$ cat config.mk
export PLATFORM = sky130hd
export DESIGN_NAME = execUnit
export DESIGN_NICKNAME = d
export VERILOG_FILES = /design/src/hw/mipsPkg.sv /design/src/hw/execUnit.sv
export SDC_FILE = /design/constraint.sdc
export NUM_CORES = 2
export LEC_CHECK = 0
export ABC_AREA = 1
export ABC_CLOCK_PERIOD_IN_PS = 8300
export BUFFER_PORTS_ARGS = -buffer_cell sky130_fd_sc_hd__clkbuf_2
export CORE_MARGIN = 3
export CORE_UTILIZATION = 55
export DETAILED_ROUTE_END_ITERATION = 16
export PLACE_DENSITY = 0.74
export SLEW_MARGIN = 15
export SYNTH_ARGS = -nofsm -noshare
export SYNTH_HDL_FRONTEND = slang
export SYNTH_SLANG_ARGS = --single-unit
$ cat constraint.sdc
create_clock -name vclk -period 8.3
set_input_delay 0.415 -clock vclk [all_inputs]
set_output_delay 0.415 -clock vclk [all_outputs]
set_load 0.01 [all_outputs]
$ cat src/hw/mipsPkg.sv
package mipsPkg;

  //////////////////////////////////////////////////
  // vector types
  //////////////////////////////////////////////////
  typedef logic [31:0] wordT;     // data word
  typedef logic [4:0]  regAddrT;  // register index
  typedef logic [5:0]  opcodeT;   // primary opcode
  typedef logic [5:0]  functT;    // r-type function field

  //////////////////////////////////////////////////
  // control encodings
  //////////////////////////////////////////////////
  typedef enum logic [2:0] {
    aluAdd, aluSub, aluAnd, aluOr, aluXor, aluSlt, aluMul, aluPass
  } aluOpE;

  typedef enum logic [3:0] {
    brNone, brEq, brNe, brGtz, brLez, brLtz, brGez, brJump, brReg
  } brCondE;

  typedef enum logic [1:0] {
    sizeWord, sizeHalf, sizeByte
  } memSizeE;

  //////////////////////////////////////////////////
  // opcodes
  //////////////////////////////////////////////////
  localparam opcodeT opRtype  = 6'b000000;
  localparam opcodeT opRegImm = 6'b000001;  // bltz / bgez, picked by rt
  localparam opcodeT opJ      = 6'b000010;
  localparam opcodeT opJal    = 6'b000011;
  localparam opcodeT opBeq    = 6'b000100;
  localparam opcodeT opBne    = 6'b000101;
  localparam opcodeT opBlez   = 6'b000110;
  localparam opcodeT opBgtz   = 6'b000111;
  localparam opcodeT opAddi   = 6'b001000;
  localparam opcodeT opSlti   = 6'b001010;
  localparam opcodeT opAndi   = 6'b001100;
  localparam opcodeT opOri    = 6'b001101;
  localparam opcodeT opXori   = 6'b001110;
  localparam opcodeT opMul    = 6'b011100;  // whole opcode means mul
  localparam opcodeT opLb     = 6'b100000;
  localparam opcodeT opLh     = 6'b100001;
  localparam opcodeT opLw     = 6'b100011;
  localparam opcodeT opSb     = 6'b101000;
  localparam opcodeT opSh     = 6'b101001;
  localparam opcodeT opSw     = 6'b101011;

  // r-type funct values
  localparam functT fnJr  = 6'b001000;
  localparam functT fnAdd = 6'b100000;
  localparam functT fnSub = 6'b100010;
  localparam functT fnAnd = 6'b100100;
  localparam functT fnOr  = 6'b100101;
  localparam functT fnXor = 6'b100110;
  localparam functT fnSlt = 6'b101010;

  localparam regAddrT rtBltz  = 5'd0;   // rt field under opRegImm
  localparam regAddrT rtBgez  = 5'd1;
  localparam regAddrT linkReg = 5'd31;  // jal destination

endpackage

$ cat src/hw/execUnit.sv
`timescale 1ns/1ps

module execUnit (
  input  mipsPkg::wordT   instr,
  input  mipsPkg::wordT   pc,
  input  mipsPkg::wordT   rsData,
  input  mipsPkg::wordT   rtData,
  input  mipsPkg::aluOpE  aluOp,
  input  mipsPkg::brCondE brCond,
  input  logic            useImm,
  input  logic            immZeroExt,
  input  logic            link,
  output mipsPkg::wordT   result,
  output logic            branchTaken,
  output mipsPkg::wordT   target
);

  mipsPkg::wordT signImm;
  mipsPkg::wordT immExt;
  mipsPkg::wordT opB;
  mipsPkg::wordT aluRes;
  mipsPkg::wordT pcPlus4;
  logic          rsNeg;
  logic          rsZero;

  assign signImm = {{16{instr[15]}}, instr[15:0]};
  assign immExt  = immZeroExt ? {16'b0, instr[15:0]} : signImm;
  assign opB     = useImm ? immExt : rtData;
  assign pcPlus4 = pc + 32'd4;

  //////////////////////////////////////////////////
  // alu
  //////////////////////////////////////////////////
  always_comb begin
    case (aluOp)
      mipsPkg::aluAdd: aluRes = rsData + opB;
      mipsPkg::aluSub: aluRes = rsData - opB;
      mipsPkg::aluAnd: aluRes = rsData & opB;
      mipsPkg::aluOr:  aluRes = rsData | opB;
      mipsPkg::aluXor: aluRes = rsData ^ opB;
      mipsPkg::aluSlt: aluRes = {31'b0, $signed(rsData) < $signed(opB)};
      mipsPkg::aluMul: aluRes = rsData * opB;  // low word of product
      default:         aluRes = opB;           // aluPass
    endcase
  end

  assign result = link ? pc + 32'd8 : aluRes;  // jal return address

  //////////////////////////////////////////////////
  // branch decision and target
  //////////////////////////////////////////////////
  assign rsNeg  = rsData[31];
  assign rsZero = (rsData == '0);

  always_comb begin
    branchTaken = 1'b0;
    target      = '0;
    case (brCond)
      mipsPkg::brEq:  branchTaken = (rsData == rtData);
      mipsPkg::brNe:  branchTaken = (rsData != rtData);
      mipsPkg::brGtz: branchTaken = !rsNeg && !rsZero;
      mipsPkg::brLez: branchTaken = rsNeg || rsZero;
      mipsPkg::brLtz: branchTaken = rsNeg;
      mipsPkg::brGez: branchTaken = !rsNeg;
      mipsPkg::brJump, mipsPkg::brReg: branchTaken = 1'b1;
      default: ;
    endcase
    if (brCond == mipsPkg::brJump) begin
      target = {pcPlus4[31:28], instr[25:0], 2'b00};  // pseudo-direct
    end else if (brCond == mipsPkg::brReg) begin
      target = rsData;
    end else if (brCond != mipsPkg::brNone) begin
      target = pcPlus4 + {signImm[29:0], 2'b00};
    end
  end

endmodule

Yosys cells after proc, flatten, opt, wreduce, memory -nomap -nowiden:

Index checks and enable logic that the tools add are counted.
W data, S select, Z words.

* bitwise operators: 3
* add/subtract/negate cells: 5
* magnitude comparators: 1
* eq/ne operators: 16
* divide/modulo/power cells: 0
* muxes and demuxes: 8
* reduce and logical (&&, ||, !) cells: 8
* shift-type cells: 0
* $mul: 1

Operators by type and width (number)
* $pmux W32 S7: 1
* $mux W32: 6
* $add A32 B32 Y32: 2
* $add A32 B3 Y32 const B: 1
* $add A32 B4 Y32 const B: 1
* $and A32 B32 Y32: 1
* $eq A32 B32 Y1: 1
* $logic_not A32 Y1: 1
* $lt A32 B32 Y1: 1
* $mul A32 B32 Y32: 1
* $ne A32 B32 Y1: 1
* $or A32 B32 Y32: 1
* $sub A32 B32 Y32: 1
* $xor A32 B32 Y32: 1
* $eq A4 B3 Y1 const B: 4
* $eq A3 B3 Y1 const B: 3
* $eq A4 B2 Y1 const B: 2
* $pmux W1 S7: 1
* $eq A3 B2 Y1 const B: 2
* $eq A4 B1 Y1 const B: 1
* $eq A4 B4 Y1 const B: 1
* $reduce_bool A4 Y1: 1
* $eq A3 B1 Y1 const B: 1
* $logic_not A3 Y1: 1
* other kinds (4): 5

* bits in writable memories: 0
* bits in latches: 0
* bits in registers: 0
* memory bits (read-only): 0
* output and inout bits: 65
* memories kept: 0
* input bits: 138
* logic and storage cells: 42

Logic depth before layout (Yosys ltp):

* depth in word-level cells: 5
* depth in mapped cells: 38

Worst setup path before layout:

OpenSTA, ideal clock, no wires.

* kind: input to output
* start point: in useImm
* end point: out result[26]
* path buffers: 3
* data required time: 7.885 ns
* arrival time: 7.129 ns
* cell stages on the path: 31
* path slack: 0.756 ns
* path through: buf_6 buf_6 nand2_1 o21ai_4 inv_1 buf_1 nor2_1 fa_1 inv_1 fa_1 fa_1 fa_1 inv_1 fa_1 inv_1 fa_1 inv_1 fa_1 fa_1 ha_1 a21oi_1 o21ai_0 a31oi_1 nand3_1 nand2_1 nand2_1 or2_2 nand3_1 nand3_1 a31oi_1 o21ai_0

* word-level cells in the longest chain between the ends: 4

Ends and longest elaborated chain
* start: declaration: line execUnit.sv:10 `input logic useImm,`
* $mux W32 *: line execUnit.sv:28 `assign opB = useImm ? immExt : rtData;`
* $mul A32 B32 Y32, or another cell as far along: line execUnit.sv:42 `mipsPkg::aluMul: aluRes = rsData * opB;`
* $pmux W32 S7 *: line execUnit.sv:35 `case (aluOp)`
* $mux W32 *: line execUnit.sv:47 `assign result = link ? pc + 32'd8 : aluRes;`
* end: declaration: line execUnit.sv:13 `output mipsPkg::wordT result,`

Every way passes the cells marked *; elsewhere a longest branch is shown, timed or not.

Worst setup path in the final report:

* start point: in useImm
* end point: out result[29]

The elaborated chain is that of the path after synthesis.

==> out/metrics.cfg <==
[run_status]
status = completed

[floorplan]
die_w_um = 221
core_area_um2 = 45600
rows = 78
io_pins = 203
die-area_um2 = 48900
die_h_um = 221
floorplan.initialDensity_pct = 55.9

[placed_design]
dp_cells = 4674
routabilityCongestion = 1.08
dp_hpwl_mm = 98.4
io_buffer_count = 197

[cts]
hold_buffers = 0

[yosys]
synth_area_leaders = fa_1, ha_1, inv_1
yosys.area.top_type = fa_1
yosysMostFrequentCell = inv_1
post_synth.cell_area_avg_um2 = 6.72
ys_seq_area_share_pct = 0
yosysTopAreaCellShare_pct = 32.3
yosys-top-cells-count = inv_1, nand2_1, nor2_1
synth_nets = 4589
syn_inst = 3789
netlist-cell-type-count = 54
synth_warnings = 0
syn_area_um2 = 25500

[finish]
fin_util_pct = 64.0
regArea_um2 = 0
multi_input_area_um2 = 22300
nets = 4899
clkbuf_count = 0
fill_cells = 4260
seq_cell_count = 0
area_growth_pct = 14.6
layout-drive-gt1-share_pct = 14.8
layout.cells.non_filler = 4701

[detailed_routing]
vias = 28200
via_per_inst = 6.00
drc = 0
route.antenna.remaining_nets = 0
drt_pre_antenna_iters = 5
routed_wl_mm = 116
drt_iter0_drc = 2826
post_drt_wl_per_cell_um = 24.8

[setup_path]
critPathMaxStageDelay_ps = 590
cp_common_cell = fa_1
cp-start-kind = input port
cp-startpoint = useImm
worstPathRequired_ps = 7890
crit_type = input port to output port
path_max_fanout = 13
critPathTopFamily = adder cells
cp_data_arrival_time_ps = 7740
cp_num_buf_inv = 10
critPathSlowestCell = fa_1
crit_path_end_kind = output port

[sta]
timing.final.crit_share_pct = 98.3
min_period_ps = 8160
slew_headroom_pct = 28.2
grt_setup_unrepaired = true
setup_tns_ps = 0
worst_slew_pin_slew_ps = 1070
setup_viol = 0
fmax_mhz = 123
maxSlewViolCount = 0
hold_viol = 0

[grt]
track_usage_pct = 46.1
grt_first_pass_wirelength_mm = 170
grt.overflow.total = 0
grt_max_degree = 42
antenna_found_initial = 8
grt_pass1_vias = 28000

[worst_hold_path]
hp-class = input port to output port
holdCritStartpoint = instr[22]

[flow_run]
cap_violations = 0

==> through the flow <==
| stage | hold slack (ps) | area [um^2] | setup slack (ps) |
|---|---|---|---|
| final | 1160 | 29200 | 142 |
| after global routing | 1200 | 29200 | -38.5 |
| after CTS | 1160 | 28600 | 3.16 |
| after detailed placement | 1160 | 28500 | -66.8 |
| after global placement | 1150 | 28500 | 32.8 |
| after floorplan | 953 | 25500 | 756 |
==> kinds of logic after synthesis <==
group / Yosys count / synth area share, %
AOI/OAI and AO/OA: 627 / 14.5
xor gates and xnor gates: 71 / 2.47
and+or+nand+nor: 1516 / 24.6
buffers and inverters: 913 / 13.8
adders and majority gates: 662 / 44.6
==> area by class of cell <==
| class | instances | area share (%) |
|---|---|---|
| inverters | 759 | 9.86 |
| well taps | 600 | 2.57 |
| repair buffers | 461 | 11.0 |
| multi-input cells | 2877 | 76.5 |
| diodes | 4 | 0.0343 |
==> cell usage in the layout, fill, tap and decap left out, types with 8 or more instances in the layout <==
| master | count |
|---|---|
| xnor2_1 | 33 |
| inv_2 | 8 |
| a22oi_1 | 10 |
| nand4_1 | 37 |
| ha_1 | 242 |
| o22ai_1 | 8 |
| clkinv_1 | 11 |
| o21ai_0 | 160 |
| xor2_1 | 37 |
| a221oi_1 | 20 |
| buf_6 | 8 |
| a211oi_1 | 11 |
| a21o_1 | 15 |
| o2111ai_1 | 12 |
| a21oi_2 | 10 |
| clkbuf_2 | 193 |
| nand2_2 | 16 |
| buf_4 | 239 |
| a31oi_1 | 21 |
| o21bai_1 | 10 |
| o21ai_4 | 11 |
| o211ai_1 | 18 |
| o21ai_1 | 11 |
| ha_4 | 8 |
| nand3_1 | 152 |
| nor2_1 | 455 |
| a21oi_1 | 264 |
| o21ai_2 | 13 |
| inv_1 | 733 |
| nand2_1 | 733 |
| o221ai_1 | 15 |
| or2_2 | 24 |
| nor3_1 | 29 |
| nor2_2 | 14 |
| nor4_1 | 21 |
| fa_1 | 404 |
| buf_12 | 15 |
| nand3b_1 | 10 |
==> worst paths after layout <==
path	end	slack (ps)	depth (start not counted)
setup / recovery	result[29]	140	30
hold / removal	target[24]	1160	4
==> metal layers <==
layer,wire length [um],track usage [%],share of wire (%),vias to the layer above
met1,40700,55.1,35,13200
li1,-,-,-,12500
met2,49100,71.2,42,1927
met4,12000,34.5,10,6
met5,32,0,0.027,-
met3,14600,12.5,13,572
==> tightest hold or removal path, cell delays in order <==
cell and delay [ps]:
clkbuf_2 80, nor2_1 90, a21oi_1 40, clkbuf_2 120
==> timing repair <==
item / in CTS / in global routing
resized for setup: 10 / 98
endpoints found under the setup margin: 4 / 18
cloned: 0 / 2
pin swaps: 1 / 37
buffers inserted: 1 / 20
