`src/hw/mipsPkg.sv`:
```
package mipsPkg;

  //////////////////////////////////////////////////
  // vector types
  //////////////////////////////////////////////////
  typedef logic [31:0] wordT;     // data word
  typedef logic [4:0]  regAddrT;  // register index
  typedef logic [5:0]  opcodeT;   // primary opcode
  typedef logic [5:0]  functT;    // r-type function field

  //////////////////////////////////////////////////
  // control encodings
  //////////////////////////////////////////////////
  typedef enum logic [2:0] {
    aluAdd, aluSub, aluAnd, aluOr, aluXor, aluSlt, aluMul, aluPass
  } aluOpE;

  typedef enum logic [3:0] {
    brNone, brEq, brNe, brGtz, brLez, brLtz, brGez, brJump, brReg
  } brCondE;

  typedef enum logic [1:0] {
    sizeWord, sizeHalf, sizeByte
  } memSizeE;

  //////////////////////////////////////////////////
  // opcodes
  //////////////////////////////////////////////////
  localparam opcodeT opRtype  = 6'b000000;
  localparam opcodeT opRegImm = 6'b000001;  // bltz / bgez, picked by rt
  localparam opcodeT opJ      = 6'b000010;
  localparam opcodeT opJal    = 6'b000011;
  localparam opcodeT opBeq    = 6'b000100;
  localparam opcodeT opBne    = 6'b000101;
  localparam opcodeT opBlez   = 6'b000110;
  localparam opcodeT opBgtz   = 6'b000111;
  localparam opcodeT opAddi   = 6'b001000;
  localparam opcodeT opSlti   = 6'b001010;
  localparam opcodeT opAndi   = 6'b001100;
  localparam opcodeT opOri    = 6'b001101;
  localparam opcodeT opXori   = 6'b001110;
  localparam opcodeT opMul    = 6'b011100;  // whole opcode means mul
  localparam opcodeT opLb     = 6'b100000;
  localparam opcodeT opLh     = 6'b100001;
  localparam opcodeT opLw     = 6'b100011;
  localparam opcodeT opSb     = 6'b101000;
  localparam opcodeT opSh     = 6'b101001;
  localparam opcodeT opSw     = 6'b101011;

  // r-type funct values
  localparam functT fnJr  = 6'b001000;
  localparam functT fnAdd = 6'b100000;
  localparam functT fnSub = 6'b100010;
  localparam functT fnAnd = 6'b100100;
  localparam functT fnOr  = 6'b100101;
  localparam functT fnXor = 6'b100110;
  localparam functT fnSlt = 6'b101010;

  localparam regAddrT rtBltz  = 5'd0;   // rt field under opRegImm
  localparam regAddrT rtBgez  = 5'd1;
  localparam regAddrT linkReg = 5'd31;  // jal destination

endpackage

```
`src/hw/controller.sv`:
```
`timescale 1ns/1ps

module controller (
  input  mipsPkg::wordT    instr,
  output logic             regWrite,
  output logic             memRead,
  output logic             memWrite,
  output logic             useImm,      // operand b from immediate
  output logic             immZeroExt,  // logical immediates
  output logic             link,        // result is return address
  output mipsPkg::regAddrT dest,
  output mipsPkg::memSizeE memSize,
  output mipsPkg::aluOpE   aluOp,
  output mipsPkg::brCondE  brCond
);

  mipsPkg::opcodeT  opcode;
  mipsPkg::functT   funct;
  mipsPkg::regAddrT rt;
  mipsPkg::regAddrT rd;

  assign opcode = instr[31:26];
  assign rt     = instr[20:16];
  assign rd     = instr[15:11];
  assign funct  = instr[5:0];

  function automatic mipsPkg::memSizeE sizeOf(input mipsPkg::opcodeT op);
    case (op)
      mipsPkg::opLh, mipsPkg::opSh: return mipsPkg::sizeHalf;
      mipsPkg::opLb, mipsPkg::opSb: return mipsPkg::sizeByte;
      default:                      return mipsPkg::sizeWord;
    endcase
  endfunction

  always_comb begin
    // everything inactive unless decoded below
    regWrite   = 1'b0;
    memRead    = 1'b0;
    memWrite   = 1'b0;
    useImm     = 1'b0;
    immZeroExt = 1'b0;
    link       = 1'b0;
    dest       = '0;
    memSize    = mipsPkg::sizeWord;
    aluOp      = mipsPkg::aluPass;
    brCond     = mipsPkg::brNone;

    if (instr != '0) begin  // all-zero word is a nop
      case (opcode)
        mipsPkg::opRtype: begin
          regWrite = 1'b1;
          case (funct)
            mipsPkg::fnAdd: aluOp = mipsPkg::aluAdd;
            mipsPkg::fnSub: aluOp = mipsPkg::aluSub;
            mipsPkg::fnAnd: aluOp = mipsPkg::aluAnd;
            mipsPkg::fnOr:  aluOp = mipsPkg::aluOr;
            mipsPkg::fnXor: aluOp = mipsPkg::aluXor;
            mipsPkg::fnSlt: aluOp = mipsPkg::aluSlt;
            mipsPkg::fnJr: begin
              regWrite = 1'b0;
              brCond   = mipsPkg::brReg;
            end
            default: regWrite = 1'b0;  // unknown funct, nop
          endcase
          if (regWrite) dest = rd;
        end
        mipsPkg::opMul: begin
          regWrite = 1'b1;
          aluOp    = mipsPkg::aluMul;
          dest     = rd;
        end
        mipsPkg::opAddi, mipsPkg::opSlti, mipsPkg::opAndi,
        mipsPkg::opOri, mipsPkg::opXori: begin
          regWrite   = 1'b1;
          useImm     = 1'b1;
          dest       = rt;
          immZeroExt = (opcode != mipsPkg::opAddi) && (opcode != mipsPkg::opSlti);
          case (opcode)
            mipsPkg::opAddi: aluOp = mipsPkg::aluAdd;
            mipsPkg::opSlti: aluOp = mipsPkg::aluSlt;
            mipsPkg::opAndi: aluOp = mipsPkg::aluAnd;
            mipsPkg::opOri:  aluOp = mipsPkg::aluOr;
            default:         aluOp = mipsPkg::aluXor;
          endcase
        end
        mipsPkg::opLw, mipsPkg::opLh, mipsPkg::opLb: begin
          regWrite = 1'b1;  // data itself arrives on write-back
          memRead  = 1'b1;
          useImm   = 1'b1;
          aluOp    = mipsPkg::aluAdd;  // base + offset
          dest     = rt;
          memSize  = sizeOf(opcode);
        end
        mipsPkg::opSw, mipsPkg::opSh, mipsPkg::opSb: begin
          memWrite = 1'b1;
          useImm   = 1'b1;
          aluOp    = mipsPkg::aluAdd;
          memSize  = sizeOf(opcode);
        end
        mipsPkg::opBeq:  brCond = mipsPkg::brEq;
        mipsPkg::opBne:  brCond = mipsPkg::brNe;
        mipsPkg::opBgtz: brCond = mipsPkg::brGtz;
        mipsPkg::opBlez: brCond = mipsPkg::brLez;
        mipsPkg::opRegImm: begin
          if (rt == mipsPkg::rtBltz) brCond = mipsPkg::brLtz;
          else if (rt == mipsPkg::rtBgez) brCond = mipsPkg::brGez;
        end
        mipsPkg::opJ: brCond = mipsPkg::brJump;
        mipsPkg::opJal: begin
          brCond   = mipsPkg::brJump;
          link     = 1'b1;
          regWrite = 1'b1;
          dest     = mipsPkg::linkReg;
        end
        default: ;  // unknown opcode, nop
      endcase
    end
  end

endmodule

```
`config.mk`:
```
export PLATFORM = sky130hd
export DESIGN_NAME = controller
export DESIGN_NICKNAME = d
export VERILOG_FILES = /design/src/hw/mipsPkg.sv /design/src/hw/controller.sv
export SDC_FILE = /design/constraint.sdc
export NUM_CORES = 1
export LEC_CHECK = 0
export ABC_CLOCK_PERIOD_IN_PS = 1500
export BUFFER_PORTS_ARGS = -buffer_cell sky130_fd_sc_hd__buf_2
export CAP_MARGIN = 20
export CORE_UTILIZATION = 40
export DETAILED_ROUTE_END_ITERATION = 8
export PLACE_DENSITY = 0.82
export SYNTH_ARGS = -nofsm -noshare
export SYNTH_HDL_FRONTEND = slang
export SYNTH_SLANG_ARGS = --single-unit
```
`constraint.sdc`:
```
create_clock -name vclk -period 1.5
set_input_delay 0 -clock vclk [all_inputs]
set_output_delay 0 -clock vclk [all_outputs]
set_load 0.005 [all_outputs]
```
[After elaboration in Yosys (flattened, before gate mapping)]
Index checks and enable logic that the tools add are counted.
Storage, ports and cells
  input port bits: 32
  logic and storage cells: 74
  output and inout bits: 20
  register bits: 0
Cells by class
  equality and inequality tests: 29
  reduce and logical (&&, ||, !) cells: 15
  mux-type cells: 30
Operators with widths (number)
  $eq A6 B6 Y1 const B: 12
  $eq A6 B4 Y1 const B: 6
  $reduce_bool A32 Y1: 1
  $pmux W4 S7: 1
  $eq A6 B3 Y1 const B: 4
  $pmux W3 S4: 2
  $pmux W5 S4: 1
  $pmux W3 S6: 1
  $mux W1: 14
  $eq A6 B2 Y1 const B: 2
  $ne A6 B4 Y1 const B: 2
  $reduce_or A6 Y1: 2
  $reduce_or A11 Y1: 1
  $mux W5: 2
  $reduce_or A10 Y1: 1
  $mux W3: 3
  $mux W4: 2
  $reduce_or A8 Y1: 1
  $eq A6 B1 Y1 const B: 1
  $eq A6 B5 Y1 const B: 1
  $logic_not A6 Y1: 1
  $reduce_or A2 Y1: 3
  $reduce_or A3 Y1: 2
  $eq A5 B1 Y1 const B: 1
  other kinds (6): 7

[Depth between registers and ports, before layout]
Gate-level depths: netlist of run 1.
  depth in word-level cells: 8
  mapped depth: 6
  gate-level depth less buffers: 5

[Worst setup path after synthesis of run 1]
No wires, ideal clock.
  path type: input to output
  from: input port instr[28]
  to: output port aluOp[0]
  arrival time: 1.107 ns
  path buffers: 1
  required time: 1.500 ns
  path slack: 0.393 ns
  cell stages on the path: 6
  cells stage by stage: buf_6 or3_4 nor4_4 nand3_2 o21a_1 o311ai_1
On the way
  cells in the longest elaborated chain, start to end: 4
  elaborated cells between the ends (all ways): 19
  classes of those cells: eq/ne: 12; mux: 3; reduce/logical: 4
RTL lines
  from (decl): line controller.sv:4  | input mipsPkg::wordT instr,
  $eq A6 B4 Y1 (tied with other cells): line controller.sv:49, controller.sv:78
  $pmux W3 S4 (tied with other cells): line controller.sv:78  | case (opcode)
  $pmux W3 S4: line controller.sv:49  | case (opcode)
  $mux W3 (*): line controller.sv:48  | if (instr != '0) begin
  to (decl): line controller.sv:13  | output mipsPkg::aluOpE aluOp,
Mark *: on every way between the ends. The rest lies on a longest branch, timed or not.

[Worst setup path in the final report of run 1]
  from: input port instr[1]
  to: output port aluOp[0]
On the way
  cells in the longest elaborated chain, start to end: 4
  elaborated cells between the ends (all ways): 10
  classes of those cells: eq/ne: 6; mux: 3; reduce/logical: 1
RTL lines
  $eq A6 B6 Y1: line controller.sv:52  | case (funct)
  $pmux W3 S6: line controller.sv:52
  $pmux W3 S4: line controller.sv:49
  $mux W3 (*): line controller.sv:48
Marks and branches as above.

==> impl_metrics.py, run 1 <==
metrics = {
    "timing": {
        "worstMarginPinSlew_ns": 0.335,
        "max_slew_margin_pct": 77.6,
        "fmax_mhz": 720,
        "rsz0062_at_grt": "false",
        "fin_ws_ns": 0.110,
        "period_needed_ns": 1.39,
        "hold_violations": 0,
        "fin_crit_sh_pct": 92.6,
        "setup_viol": 0,
        "tns_ns": 0,
        "slew_viol_final": 0,
    },
    "critical_path": {
        "worstPathCellList": "buf_2 > or4_1 > nor4_4 > nand3_2 > o21a_1 > o311ai_1 > buf_2",
        "crit_arrival_ns": 1.39,
        "critPathLaunchType": "primary input",
        "required_ns": 1.50,
        "crit_slowest_cell": "or4_1",
        "startpoint": "instr[1]",
        "cp_top_family": "simple AND/OR/NAND/NOR gates",
        "critPathBufInv": 2,
        "critPathKind": "primary input to output port",
        "cp_max_fo": 5,
        "cp_common_cell": "buf_2",
        "cp_slowest_stage_delay_ns": 0.58,
        "endpoint_kind": "output port",
    },
    "min_path": {
        "min_to": "dest[1]",
        "min_from": "instr[12]",
        "min_path_type": "primary input to output port",
        "hold_depth": 3,
    },
    "logic_synthesis": {
        "synth.distinct_cells": 39,
        "synth_nets": 128,
        "synth_area_sq_um": 594,
        "synthCells": 96,
        "synth_common_cells": "nor2_1, a21oi_1, nand2_1",
        "yosys.cell_count.top_type": "nor2_1",
        "synth_top_area_share_pct": 10.1,
        "ys_seq_area_share_pct": 0,
        "avgSynthCellArea_sq_um": 6.19,
        "yosys_warnings": 0,
        "synth_area_leaders": "nor2_1, a221o_1, a21oi_1",
        "synth_top_cell_by_area": "nor2_1",
    },
    "run": {
        "maxCapViolations": 0,
    },
    "placement": {
        "dp_hpwl_microns": 1550,
        "place_congestion": 0.883,
        "pre_cts_ws_ns": 0.114,
        "place_area_sq_um": 871,
        "portBuffers": 52,
    },
    "pwr": {
        "finalPower_mw": 0.194,
        "power.density_nw_per_um2": 223,
        "ir_drop_uv": 146,
        "p_leak_nw": 0.432,
    },
    "drt": {
        "drt-wirelength-per-cell_microns": 11.6,
        "vias_per_cell": 5.87,
        "drcViolationCount": 0,
        "num_vias": 939,
        "drtIter0Drc": 15,
        "antenna_left": 0,
        "first_pass_iters": 4,
        "met3WireLength_microns": 186,
        "highest_layer": "met3",
        "routed_wl_microns": 1860,
        "wl_met2_microns": 855,
        "wl_met1_microns": 816,
    },
    "final_layout": {
        "seqCellArea_sq_um": 0,
        "diodes": 0,
        "nClkBuffers": 0,
        "final_cell_area_sq_um": 871,
        "final_util_pct": 65.3,
        "finalNetCount": 179,
        "fillers": 132,
        "seq_cell_count": 0,
        "syn_to_final_growth_pct": 46.5,
        "drive_above_1_share_pct": 44.1,
    },
    "floorplan": {
        "die_w_microns": 40.5,
        "fp.dieH_microns": 40.5,
        "initial_core_util_pct": 44.6,
        "core_area_sq_um": 1330,
        "core.rowCount": 13,
        "num_io_pins": 52,
        "die_area_sq_um": 1640,
    },
    "grt": {
        "grt-ovfl-total": 0,
        "grt_max_degree": 12,
        "grt_antenna_before_repair": 0,
        "grt_pass1_wl_microns": 2620,
        "grt_use_total_pct": 22.5,
        "grt_pass1_vias": 664,
    },
    "outcome": {
        "status": "finished, final reports clean",
    },
    "cts": {
        "post_cts_buffers": 0,
        "cts_resized": 0,
        "cts_hold_buf": 0,
    },
}
==> worst max-delay path by stage <==
stage / slack (ns) / depth (start not counted) / to
finish: 0.11 / 7 / aluOp[0]
global route: 0.01 / 7 / aluOp[0]
CTS: 0.11 / 7 / aluOp[0]
detailed placement: 0.11 / 7 / aluOp[0]
global placement: 0.17 / 7 / aluOp[0]
floorplan: 0.39 / 6 / aluOp[0]
==> worst min-delay path: stages <==
cell and delay, ns:
buf_2 0.09, a221o_1 0.13, buf_2 0.10
==> cells by family after synthesis <==
family	share of synthesized area, %
compound gates	32.2
fa+ha+maj	1.68
buf+inv	6.74
mux	1.89
simple gates	57.5
==> where the power goes <==
part | switching, mW | internal, mW | total (mW)
clock | 0 | 0 | 0
combinational | 0.101 | 0.0937 | 0.194
sequential | 0 | 0 | 0
==> per-layer routing <==
metal  up-vias  GRT usage, %
met3         0             0
met4         0             0
met2        56          46.0
li1        468             -
met1       415          26.9
met5         -             0
==> cells in the final DEF (no fill, tap or decap), types with 2 or more instances in the layout <==
cell type	netlist	final
nor4_1	5	5
nor3_1	5	5
o31ai_1	3	3
o21a_1	2	2
and3_1	2	2
a21oi_1	8	8
nor2b_1	2	2
nand3_1	2	2
nand2b_1	6	6
buf_4	0	5
nor2_1	16	16
a221o_1	5	5
nand2_1	7	7
or3_4	2	2
buf_2	1	52
or3_1	2	2
==> metrics by stage <==
stage / cells / hold WS [ns]
final: 160 / 0.315
after global routing: 160 / 0.341
after CTS: 160 / 0.316
after detailed placement: 160 / 0.316
after global placement: 160 / 0.308
after floorplan: 96 / 0.0737
==> layout make-up <==
type | count | area [sq um] | share of cell area, %
multi-input cells | 88 | 554 | 63.6
well taps | 15 | 18.8 | 2.16
repair buffers | 57 | 298 | 34.2
Note: power is estimated with default switching activity, not from simulation.
==> inputs of run 2 (changes only) <==
Settings changed: ABC_CLOCK_PERIOD_IN_PS 1500 to 1600, CORE_UTILIZATION 40 to 43, PLACE_DENSITY 0.82 to 0.88.
Clock period 1.5 ns to 1.6 ns, I/O delays scaled along.
==> run 2 against run 1 <==
Compared with the run above: sequential cell count did not move; die area fell by 6.6%; largest cell class unchanged; global-route usage rose by 0.91 points; sequential share of layout area did not move; non-clock buffer count fell by 4; wire length fell by 2.5%; cell count fell by 2.5%; design area fell by 3.4%; total power fell by 10%; critical path depth did not move; highest routed layer unchanged; critical endpoint unchanged.
==> impl_metrics.py, run 2 (synthesized netlist as in run 1, its figures left out) <==
metrics = {
    "drt": {
        "first_pass_iters": 4,
        "antenna_left": 0,
        "drt-wirelength-per-cell_microns": 11.6,
        "drtIter0Drc": 10,
        "routed_wl_microns": 1810,
        "drcViolationCount": 0,
        "vias_per_cell": 5.62,
        "num_vias": 876,
    },
    "floorplan": {
        "core_area_sq_um": 1280,
        "fp.dieH_microns": 39.2,
        "die_w_microns": 39.2,
        "num_io_pins": 52,
        "die_area_sq_um": 1530,
        "initial_core_util_pct": 46.3,
        "core.rowCount": 13,
    },
    "pwr": {
        "p_leak_nw": 0.412,
        "pwr-share-seq_pct": 0,
        "ir_drop_uv": 121,
        "switchingPower_mw": 0.0923,
        "pwr-share-comb_pct": 100.0,
        "power.internal_mw": 0.0821,
        "power.density_nw_per_um2": 207,
        "p_clk_share_pct": 0,
        "switching_share_pct": 52.9,
    },
    "final_layout": {
        "final_cell_area_sq_um": 841,
        "diodes": 0,
        "drive_above_1_share_pct": 42.6,
        "finalNetCount": 175,
        "final_common_cell": "buf_2",
        "nClkBuffers": 0,
        "final_util_pct": 65.4,
        "seqCellArea_sq_um": 0,
        "mostFrequentLayoutCells": "buf_2, nor2_1, a21oi_1",
        "seq_cell_count": 0,
        "fillers": 116,
        "syn_to_final_growth_pct": 41.5,
    },
    "timing": {
        "worstMarginPinSlew_ns": 0.413,
        "rsz0062_at_grt": "false",
        "setup_viol": 0,
        "fmax_mhz": 711,
        "holdWs_ns": 0.304,
        "hold_violations": 0,
        "max_slew_margin_pct": 72.2,
        "tns_ns": 0,
        "fin_crit_sh_pct": 87.9,
        "period_needed_ns": 1.41,
        "slew_viol_final": 0,
    },
    "min_path": {
        "min_from": "instr[12]",
        "hold_depth": 3,
        "min_path_type": "primary input to output port",
        "min_to": "dest[1]",
    },
    "critical_path": {
        "cp_common_cell": "buf_2",
        "critPathKind": "primary input to output port",
        "cp_slowest_stage_delay_ns": 0.57,
        "critPathLaunchType": "primary input",
        "required_ns": 1.60,
        "cp_max_fo": 5,
        "crit_slowest_cell": "or4_1",
        "worstPathCellList": "buf_2 > or4_1 > nor4_4 > nand3_2 > o21a_1 > o311ai_1 > buf_2",
        "endpoint_kind": "output port",
        "crit_arrival_ns": 1.41,
    },
    "placement": {
        "portBuffers": 52,
        "dp_hpwl_microns": 1470,
        "place_congestion": 0.834,
        "place_area_sq_um": 841,
    },
    "grt": {
        "grt_max_degree": 18,
        "grt-ovfl-total": 0,
        "grt_antenna_before_repair": 0,
        "grt_pass1_wl_microns": 2560,
        "grt_pass1_vias": 604,
        "grt_use_total_pct": 23.4,
    },
    "cts": {
        "cts_hold_buf": 0,
        "cts_resized": 0,
        "post_cts_buffers": 0,
    },
    "run": {
        "maxCapViolations": 0,
    },
    "outcome": {
        "status": "finished, final reports clean",
    },
}
==> run 2: routing by layer <==
layer	part of all wire, %	up-vias	GRT usage, %
met4	0	0	0
met2	47	41	45.4
met1	45	375	30.1
met3	7.6	0	0
li1	-	460	-
met5	0	-	0
==> run 2: how the worst max path moves through the flow <==
stage,from,to,slack (ns)
floorplan,instr[28],aluOp[0],0.49
global placement,instr[1],aluOp[0],0.19
detailed placement,instr[1],aluOp[0],0.18
CTS,instr[1],aluOp[0],0.17
global route,instr[26],dest[0],0.06
finish,instr[1],aluOp[0],0.19
==> run 2: power groups by stage <==
stage	logic [mW]	registers, mW	clock network (mW)
CTS	0.175	0	0
finish	0.174	0	0
global placement	0.169	0	0
detailed placement	0.174	0	0
global route	0.195	0	0
floorplan	0.0975	0	0
==> run 2: final cells by class <==
type	instances	area (sq um)	share of cell area, %
multi-input combinational	88	554	65.9
tap	15	18.8	2.23
timing repair buffer	53	268	31.8
==> run 2: critical path: cells and delay by family <==
family                 cells  cell delay (ns)
AOI/OAI and AO/OA          2             0.22
buffers and inverters      2             0.27
and+or+nand+nor            3             0.91
==> run 2: metrics by stage <==
step / total power [mW] / setup slack [ns] / cells
3_5_place_dp: 0.174 / 0.179 / 156
4_1_cts: 0.175 / 0.173 / 156
5_1_grt: 0.195 / 0.0591 / 156
2_1_floorplan: 0.0975 / 0.493 / 96
6_report: 0.174 / 0.194 / 156
3_3_place_gp: 0.169 / 0.193 / 156
